### config.mk
export PLATFORM = sky130hd
export DESIGN_NAME = gpr_port_map
export DESIGN_NICKNAME = d
export VERILOG_FILES = /design/src/hw/gpr_pkg.sv /design/src/hw/gpr_port_map.sv
export SDC_FILE = /design/constraint.sdc
export NUM_CORES = 1
export LEC_CHECK = 0
export BUFFER_PORTS_ARGS = -buffer_cell sky130_fd_sc_hd__buf_2
export CORE_AREA = 2 2 80 82
export DETAILED_ROUTE_END_ITERATION = 10
export DIE_AREA = 0 0 82 84
export PLACE_DENSITY = 0.53
export SLEW_MARGIN = 25
export SYNTH_ARGS = -nofsm -noshare
export SYNTH_HDL_FRONTEND = slang
export SYNTH_SLANG_ARGS = --single-unit
### constraint.sdc
create_clock -name clk -period 1.8 [get_ports clk]
set_input_delay 0.09 -clock clk [delete_from_list [all_inputs] [get_ports clk]]
set_output_delay 0.09 -clock clk [all_outputs]
set_load 0.005 [all_outputs]
### src/hw/gpr_pkg.sv
`default_nettype none

package gpr_pkg;

    localparam int NUM_WARPS    = 4;
    localparam int NUM_THREADS  = 4;
    localparam int NUM_REGS     = 32;
    localparam int XLEN         = 32;
    localparam int RAM_SIZE     = NUM_WARPS * NUM_REGS;
    localparam int RAM_ADDRW    = $clog2(RAM_SIZE);
    localparam int NUM_RD_PORTS = 3;
    localparam int RSP_LATENCY  = 2;     // Request edge to response edge

    typedef logic [$clog2(NUM_WARPS)-1:0] wid_t;
    typedef logic [$clog2(NUM_REGS)-1:0]  reg_idx_t;
    typedef logic [NUM_THREADS-1:0]       tmask_t;
    typedef logic [XLEN-1:0]              word_t;
    typedef logic [RAM_ADDRW-1:0]         ram_addr_t;   // {wid, reg}

    // Writeback from the execute side
    typedef struct packed {
        logic                         valid;
        wid_t                         wid;
        reg_idx_t                     rd;
        tmask_t                       tmask;
        word_t [NUM_THREADS-1:0]      data;
    } wb_req_t;

    // Operand read request from issue
    typedef struct packed {
        logic                         valid;
        wid_t                         wid;
        tmask_t                       tmask;
        reg_idx_t                     rs1;
        reg_idx_t                     rs2;
        reg_idx_t                     rs3;
    } gpr_req_t;

    typedef struct packed {
        logic                         valid;
        wid_t                         wid;
        tmask_t                       tmask;
        word_t [NUM_THREADS-1:0]      rs1_data;
        word_t [NUM_THREADS-1:0]      rs2_data;
        word_t [NUM_THREADS-1:0]      rs3_data;
    } gpr_rsp_t;

    // Index 0 is rs1, 1 is rs2, 2 is rs3
    typedef struct packed {
        ram_addr_t [NUM_RD_PORTS-1:0] addr;
        logic [NUM_RD_PORTS-1:0]      fwd;    // Write hits this read address
    } rd_addr_t;

endpackage

`default_nettype wire

### src/hw/gpr_port_map.sv
`default_nettype none

module gpr_port_map
    import gpr_pkg::*;
(
    input  logic      clk,
    input  logic      rst,
    input  wb_req_t   wb,
    input  gpr_req_t  req,
    output ram_addr_t waddr,
    output tmask_t    lane_we,
    output rd_addr_t  rd_addr,
    output logic      meta_valid,
    output wid_t      meta_wid,
    output tmask_t    meta_tmask
);

    logic      wr_en;
    ram_addr_t raddr [NUM_RD_PORTS];

    // r0 is hardwired to zero
    assign wr_en   = wb.valid && (wb.rd != '0);
    assign waddr   = {wb.wid, wb.rd};
    assign lane_we = {NUM_THREADS{wr_en}} & wb.tmask;

    assign raddr[0] = {req.wid, req.rs1};
    assign raddr[1] = {req.wid, req.rs2};
    assign raddr[2] = {req.wid, req.rs3};

    always_comb begin
        for (int p = 0; p < NUM_RD_PORTS; p++) begin
            rd_addr.addr[p] = raddr[p];
            rd_addr.fwd[p]  = wr_en && (waddr == raddr[p]);   // Lane adds its own mask bit
        end
    end

    // Metadata travels alongside the RAM read
    always_ff @(posedge clk) begin
        if (rst) begin
            meta_valid <= 1'b0;
            meta_wid   <= '0;
            meta_tmask <= '0;
        end else begin
            meta_valid <= req.valid;
            meta_wid   <= req.wid;
            meta_tmask <= req.valid ? req.tmask : '0;
        end
    end

endmodule

`default_nettype wire

Word level (Yosys, flattened, before mapping)
Index checks and enable logic that the tools add are counted.
{"block": "totals", "output_inout_bits": 42, "regBits": 7, "in_bits": 164}
{"block": "op_classes", "n_eq_ne": 3, "n_reduce_logical": 6, "n_bitwise": 2}
{"op": "7-bit == test", "count": 3}
{"op": "5-bit nonzero test", "count": 1}
{"op": "4-bit AND", "count": 1}
{"op": "1-bit logical AND", "count": 4}
{"op": "2-bit OR reduction", "count": 1}
{"op": "1-bit NOT", "count": 1}

Depth between registers and ports, before layout
Gate-level depths: netlist of run 1.
{"block": "depth", "word_depth": 3, "mapped_depth": 3, "mapped_depth_nobuf": 3}

Worst setup path before layout of run 1
No wires, ideal clock.
{"block": "synth_timing", "path_kind": "input to output", "from": "in wb[133] (netlist name)", "to": "out rd_addr[0] (netlist name)", "setup_slack_ns": 0.813, "required_ns": 1.710, "t_arrival_ns": 0.897, "stages": 3, "path_cell_list": "or4_4 > o21ai_4 > nor4_1"}
{"element": "start, declared", "line": "gpr_port_map.sv:8", "rtl": "input wb_req_t wb,"}
{"element": "end, declared", "line": "gpr_port_map.sv:12", "rtl": "output rd_addr_t rd_addr,"}

==> metrics.txt, run 1 <==
Clock Path Buffers 2; worst slew pin tran 0.261 ns; first-pass GRT wire length about 2.5 mm; sequential fraction of the synthesis area 0.216; Final Hold Fails 0; Hold Buf Count CTS 0; final std cells w/o fill 209; required time worst endpoint 1.71 ns; Clk pin slew, worst setup/hold paths ~0.04 ns; Placement Cell Area roughly 920 um^2; Avg Synthesized Cell Area about 8 um^2; syn_nets 243; clk sinks 7; footprint of the multi-input gates 284 um^2; largest net degree at the start of global routing 8; MaxCap Viol Count 0; Worst Hold End meta_wid[1]; Cells after Synth a little under 80; min-delay worst type input port to flip-flop; metal3 WL roughly 230 um; Crit Path Max Fanout 7; GP Congestion roughly 0.58; met2 wire len roughly 850 um; mux share of post-synthesis cell area 0; chip height roughly 84 um; Synth cell types 12; vias in the first global route 516; Initial DRC Count 7; status finished clean; # nets final 297; area leader, netlist buf_4; clk root buf clkbuf_8; Setup TNS Final 0 ns; Setup CP Type input port to output port; Worst setup EP type output port; final wirelength about 1.9 mm; unrepaired setup endpoints after global routing false; fill count 699; initial antenna violation count 0; DR vias between 600 and 700; Top Metal Used met4; core area 6100 um^2; fin. max-slew vios 0; vias per std cell 2.96; post-DP HPWL ~1.7 mm; grt ovf 0; # Post-CTS Setup Buffers 0; final critical-path share of the clock period 0.750; Yosys top cell area share 0.324; Antenna Nets Post-Route 0; WL per Instance roughly 9.2 um; simple-gate portion of the synthesized area 0.183; Peak Freq 741 MHz; final setup fails 0; Synth Register Bits 7; Synth Area in Adders 0; # diodes 0; Power Density about 570 nW/um^2; hold path startpoint rst; CTS Buf Count 3; Slew headroom 0.824; Starting Density 0.107; Post-CTS Resized 0; mapped cell area about 650 um^2; io pins 206; drt first pass iters 2; Synth Area in XOR/XNOR 0.229; largest cells by area after synthesis buf_4, xnor2_1, dfxtp_1; die area 6890 um^2; Die W roughly 82 um; hold depth 2; Critical Path Start Type input port; YS warnings 0; share of cells above drive strength 1 0.621; Design Area, Final slightly below 1000 um^2; Core Rows 29; Synth-to-Final Area Change 48.7%; CP arrival between 1 and 1.5 ns; Max VDD drop roughly 320 uV; Placed Cells 205; CTS H-tree lvls 1; drt drc 0; min Tclk post-route between 1 and 1.5 ns; Reg area approximately 140 um^2; Post-Route M1 WL ~810 um; PnR Total Power roughly 0.55 mW; PortBufs 77; All-Layer GR Usage 0.0503; complex-gate fraction of the synthesized area 0.0250; dpl ws a little over 0.4 ns; Pleak ~0.5 nW; CTS tree built; main combinational cell family by area after synthesis buffers and inverters; Final WS setup around 0.45 ns
Yosys cell counts:
| cell | count |
|---|---|
| xnor2_1 | 17 |
| nand2_1 | 4 |
| buf_4 | 28 |
| nor4_1 | 3 |
| nand3_1 | 3 |
| o21ai_4 | 1 |
| nor2_1 | 4 |
| inv_1 | 4 |
| dfxtp_1 | 7 |
| nor2b_1 | 3 |
| or4_4 | 1 |
| and2_1 | 4 |
routing by layer:
metal / GRT usage / vias up
li1: - / 325
met1: 0.0580 / 237
met2: 0.0813 / 52
met3: 0.0119 / 5
met4: 0.0318 / 0
met5: 0 / -
cell type report:
cell class              count  area share
repair buffers             77       0.399
multi-input cells          40       0.294
flip-flops and latches      7       0.145
well taps                  77      0.0997
clock buffers               4      0.0466
inverters                   4      0.0155
kinds of logic (layout without fill, tap and decap cells):
logic type,count (synthesis),after routing
compound gates,1,1
xor+xnor,17,17
buf+inv,32,85
flops,7,7
simple gates,22,22
worst max-delay path: stages:
cell	delay [ns]
buf_2	0.14
or4_4	0.56
o21ai_4	0.23
nor4_1	0.10
buf_2	0.14
state kept, by name (all words and copies together), names as in the netlist:
signal and cells:
meta_tmask 4, meta_valid 1, meta_wid 2
layout by cell type, fill, tap and decap left out, drive strengths merged:
cell / netlist / final
and2: 4 / 4
or4: 1 / 1
nor2b: 3 / 3
dfxtp: 7 / 7
nor4: 3 / 3
nand3: 3 / 3
xnor2: 17 / 17
inv: 4 / 4
o21ai: 1 / 1
nor2: 4 / 4
buf: 28 / 77
nand2: 4 / 4
clkbuf: 0 / 4
through the flow:
stage,utilization,hold slack [ns]
2_1_floorplan,-,0.162
3_3_place_gp,0.151,0.293
3_5_place_dp,0.151,0.294
4_1_cts,0.158,0.0563
5_1_grt,0.158,0.0572
6_report,0.158,0.0602
where the power goes:
part | leakage, nW | internal (mW) | total, mW | switching (mW)
clock | 0.0228 | 0.153 | 0.215 | 0.0619
combinational | 0.419 | 0.0909 | 0.169 | 0.0778
sequential | 0.0579 | 0.163 | 0.164 | 0.00133
total | 0.499 | 0.407 | 0.548 | 0.141
how the worst max path moves through the flow:
stage / startpoint / to
5_1_grt: wb[133] / rd_addr[1]
2_1_floorplan: wb[133] / rd_addr[0]
3_5_place_dp: wb[133] / rd_addr[1]
3_3_place_gp: wb[133] / rd_addr[1]
6_report: wb[133] / rd_addr[1]
4_1_cts: wb[133] / rd_addr[1]
Power figures use the tool's default switching activity.
==> run 2: changes to the inputs <==
- ABC_AREA: unset -> 1
- PLACE_DENSITY: 0.53 -> 0.58
- clock period: 1.8 -> 1.2 ns (I/O delays scaled with it)
==> metrics.txt, run 2 <==
MaxCap Viol Count 0; initial antenna violation count 0; Initial DRC Count 3; worst slew pin tran about 0.16 ns; Design Area, Final 1090 um^2; required time worst endpoint approximately 1.1 ns; grt ovf 0; Cells after Synth roughly 130; unrepaired setup endpoints after global routing false; final setup fails 0; # nets final 349; # Post-CTS Setup Buffers 0; Top FF cell, synth dfxtp_1; Pleak approximately 0.70 nW; Setup CP Type input port to output port; drt first pass iters 2; synth cell count leaders nand2_1, buf_4, inv_1; final critical-path share of the clock period 0.760; CTS H-tree lvls 1; Starting Density 0.127; Power Density around 770 nW/um^2; io pins 206; core area about 6000 um^2; mapped cell area 776 um^2; fin. max-slew vios 0; commonest non-fill, non-tap cells in the layout buf_2, nand2_1, inv_1; Clock Path Buffers 2; Synth-to-Final Area Change 40.8%; Core Rows 29; largest net degree at the start of global routing 8; clk root buf clkbuf_8; PortBufs 77; status finished clean; Largest regs meta_tmask (4), meta_wid (2), meta_valid (1); Most flops, register meta_tmask; sequential fraction of the synthesis area 0.181; CTS Buf Count 3; first-pass GRT wire length about 3.2 mm; post-DP HPWL 1.89 mm; Worst setup EP type output port; Avg Synthesized Cell Area slightly below 6 um^2; die area between 6000 and 7000 um^2; vias in the first global route approximately 710; Placement Cell Area about 1000 um^2; vias per std cell roughly 3.2; GP Congestion approximately 0.66; PnR Total Power ~0.84 mW; syn_nets 295; # diodes 0; drt drc 0; Hold Buf Count CTS 0; Slew headroom 0.893; Setup TNS Final 0 ns; Synth Register Bits 7; final wirelength 2.08 mm; chip height 84 um; Yosys top cell area share 0.271; WL per Instance between 7 and 8 um; Post-synth ARST share 0; largest cells by area after synthesis buf_4, dfxtp_1, nand2_1; hold depth 2; Post-CTS Resized 0; Crit Path Max Fanout 5; CP arrival between 0.8 and 0.9 ns; min Tclk post-route around 0.91 ns; DR vias roughly 840; Final Hold Fails 0; Critical Path Start Type input port; number of flip-flops in the largest register 4; Peak Freq between 1000 and 1500 MHz; YS warnings 0; most common cell after layout, fill and taps aside buf_2; hold path startpoint rst; area leader, netlist buf_4; Synth cell types 13; number of synthesized flops with an enable pin 0; min-delay worst type input port to flip-flop; Clk pin slew, worst setup/hold paths 0.04 ns; share of cells above drive strength 1 0.495; All-Layer GR Usage 0.0579; clk sinks 7; Die W between 80 and 90 um; CTS tree built; Antenna Nets Post-Route 0; Worst Hold End meta_wid[1]; Hold WS roughly 0.030 ns; Max VDD drop approximately 440 uV; most numerous cell in the Yosys netlist nand2_1
## run 2: worst max-delay path, cell delays in order
cell and delay (ns):
buf_2 0.13, inv_2 0.04, nand2_1 0.05, nand2_1 0.06
nor2_2 0.17, nand2_1 0.08, nor3_2 0.12, buf_2 0.14
## run 2: routing by layer
layer | GRT usage | share of wire | wire, um | vias up
li1 | - | - | - | 452
met1 | 0.0691 | 0.40 | 839 | 332
met2 | 0.103 | 0.47 | 985 | 55
met3 | 0.00974 | 0.11 | 230 | 3
met4 | 0.0182 | 0.011 | 22 | 0
met5 | 0 | 0 | 0 | -
## run 2: how the worst max path moves through the flow
stage / start / slack [ns] / depth (start not counted) / endpoint
4_1_cts: req[20] / 0.23 / 8 / rd_addr[0]
3_5_place_dp: req[20] / 0.24 / 8 / rd_addr[0]
2_1_floorplan: req[20] / 0.64 / 6 / rd_addr[0]
6_report: req[20] / 0.29 / 8 / rd_addr[1]
5_1_grt: req[20] / 0.11 / 8 / rd_addr[1]
3_3_place_gp: req[20] / 0.22 / 8 / rd_addr[0]
## run 2: layout make-up
type	instances	area, um^2
Clock buffer	4	45.0
Sequential cell	7	140
Multi-Input combinational cell	68	320
Tap cell	77	96.3
Fill cell	722	5000
Inverter	28	105
Timing Repair Buffer	77	385
## run 2: cell families after synthesis
group / count (synthesis) / share of synthesized area
xor gates and xnor gates: 6 / 0.0677
buffers and inverters: 56 / 0.406
DFF: 7 / 0.181
and+or+nand+nor: 62 / 0.345
## run 2: through the flow
step           setup WS, ns  instances  utilization
6_report              0.288        261        0.179
5_1_grt               0.108        261        0.179
4_1_cts               0.231        261        0.179
3_5_place_dp          0.236        257        0.172
3_3_place_gp          0.224        257        0.172
2_1_floorplan         0.643        131            -
## run 2: report_power, final
part / switching [mW] / leakage, nW / internal [mW]
Combinational: 0.140 / 0.620 / 0.129
Sequential: 0.00191 / 0.0579 / 0.245
Clock: 0.0922 / 0.0228 / 0.229
Total: 0.234 / 0.701 / 0.602
==> run 3: changes to the inputs <==
- clock period: 1.2 -> 0.8 ns (I/O delays scaled with it)
==> metrics.txt, run 3 (synthesis gave the netlist of run 2 again) <==
Worst setup EP type output port; die area approximately 6900 um^2; Most flops, register meta_tmask; Pint around 0.96 mW; Logic pwr share 0.363; dpl ws -0.0840 ns; status finished clean; WL per Instance about 8.3 um; initial antenna violation count 0; commonest non-fill, non-tap cells in the layout buf_2, nand2_1, inv_1; largest net degree at the start of global routing 8; drt first pass iters 2; All-Layer GR Usage 0.0612; Starting Density 0.127; Synth-to-Final Area Change 59.7%; Final Util 0.203; unrepaired setup endpoints after global routing true; Clk pin slew, worst setup/hold paths 0.04 ns; clk sinks 7; CTS H-tree lvls 1; Final Hold Fails 0; Setup TNS Final 0 ns; hold path startpoint rst; switching pwr 0.387 mW; chip height 84 um; core area 6100 um^2; fill count 715; vias in the first global route 819; most common cell after layout, fill and taps aside buf_2; Final WS setup about 0.03 ns; clk root buf clkbuf_8; PnR Total Power around 1.3 mW; Worst Hold End meta_wid[1]; post-DP HPWL slightly below 2 mm; clock share of power 0.363; Design Area, Final about 1200 um^2; # nets final ~350; # diodes 0; switch share 0.287; vias per std cell around 3.3; min-delay worst type input port to flip-flop; final wirelength between 2 and 2.5 mm; number of flip-flops in the largest register 4; PortBufs just under 80; grt ovf 0; share of cells above drive strength 1 0.587; first-pass GRT wire length 3.30 mm; Peak Freq 1300 MHz; Placed Cells approximately 260; CP arrival between 0.7 and 0.8 ns; Slew headroom 0.877; Setup CP Type input port to output port; CTS tree built; min Tclk post-route slightly below 0.8 ns; Hold WS 0.00828 ns; drt drc 0; worst slew pin tran 0.183 ns; Critical Path Start Type input port; hold depth 2; Placement Cell Area approximately 1100 um^2; fin. max-slew vios 0; Power Density ~1100 nW/um^2; Initial DRC Count 6; DR vias between 800 and 900; MaxCap Viol Count 0; final critical-path share of the clock period 0.963; Largest regs meta_tmask (4), meta_wid (2), meta_valid (1); Core Rows 29; io pins slightly above 200; Max VDD drop approximately 650 uV; final std cells w/o fill approximately 270; final setup fails 0; Antenna Nets Post-Route 0; Die W a little over 80 um; GP Congestion a little under 0.7; Crit. Startpoint wb[136]; register share of total power 0.274; Pleak around 0.75 nW; CTS Buf Count 3; required time worst endpoint roughly 0.76 ns; Crit Path Max Fanout 7; Clock Path Buffers 2
## run 3: cell types whose count changed in the layout (fill, tap and decap cells not counted), sizes merged
cell | previous run | this run
buf | 77 | 82
## run 3: timing repair
item                                   CTS  global route
cloned                                   0             0
endpoints found under the hold margin    0             0
pin swaps                               10             3
resized for setup                       31             6
buffers inserted                         0             0
setup endpoints to repair                3             3
hold buffers                             0             0
## run 3: area by class of cell
cell class,instances,area (um^2),area share
clock buffers,4,45.0,0.0364
multi-input cells,68,365,0.295
flip-flops and latches,7,140,0.113
repair buffers,82,479,0.387
well taps,77,96.3,0.0778
inverters,28,113,0.0909
## run 3: critical path: stages
cell,delay (ns)
buf_4,0.14
nor2_4,0.08
nand3_2,0.10
nand2_4,0.12
inv_2,0.03
nand2_1,0.06
nor2_2,0.04
buf_2,0.11
## run 3: routing by layer
layer | GRT usage | wire length [um]
met3 | 0.0108 | 221
met5 | 0 | 0
met4 | 0.0227 | 27
met2 | 0.115 | 1110
met1 | 0.0651 | 852
## run 3: worst max path at each step
stage	to	slack [ns]
floorplan	rd_addr[0]	0.28
global placement	rd_addr[0]	-0.07
detailed placement	rd_addr[0]	-0.08
CTS	rd_addr[1]	-0.02
global route	rd_addr[2]	-0.06
finish	rd_addr[0]	0.03
## run 3: power by group through the flow
stage	combinational, mW	clock, mW	sequential [mW]
final	0.489	0.489	0.370
after global routing	0.546	0.519	0.371
after CTS	0.495	0.505	0.370
after detailed placement	0.435	0	0.376
after global placement	0.432	0	0.375
after floorplan	0.258	0	0.379
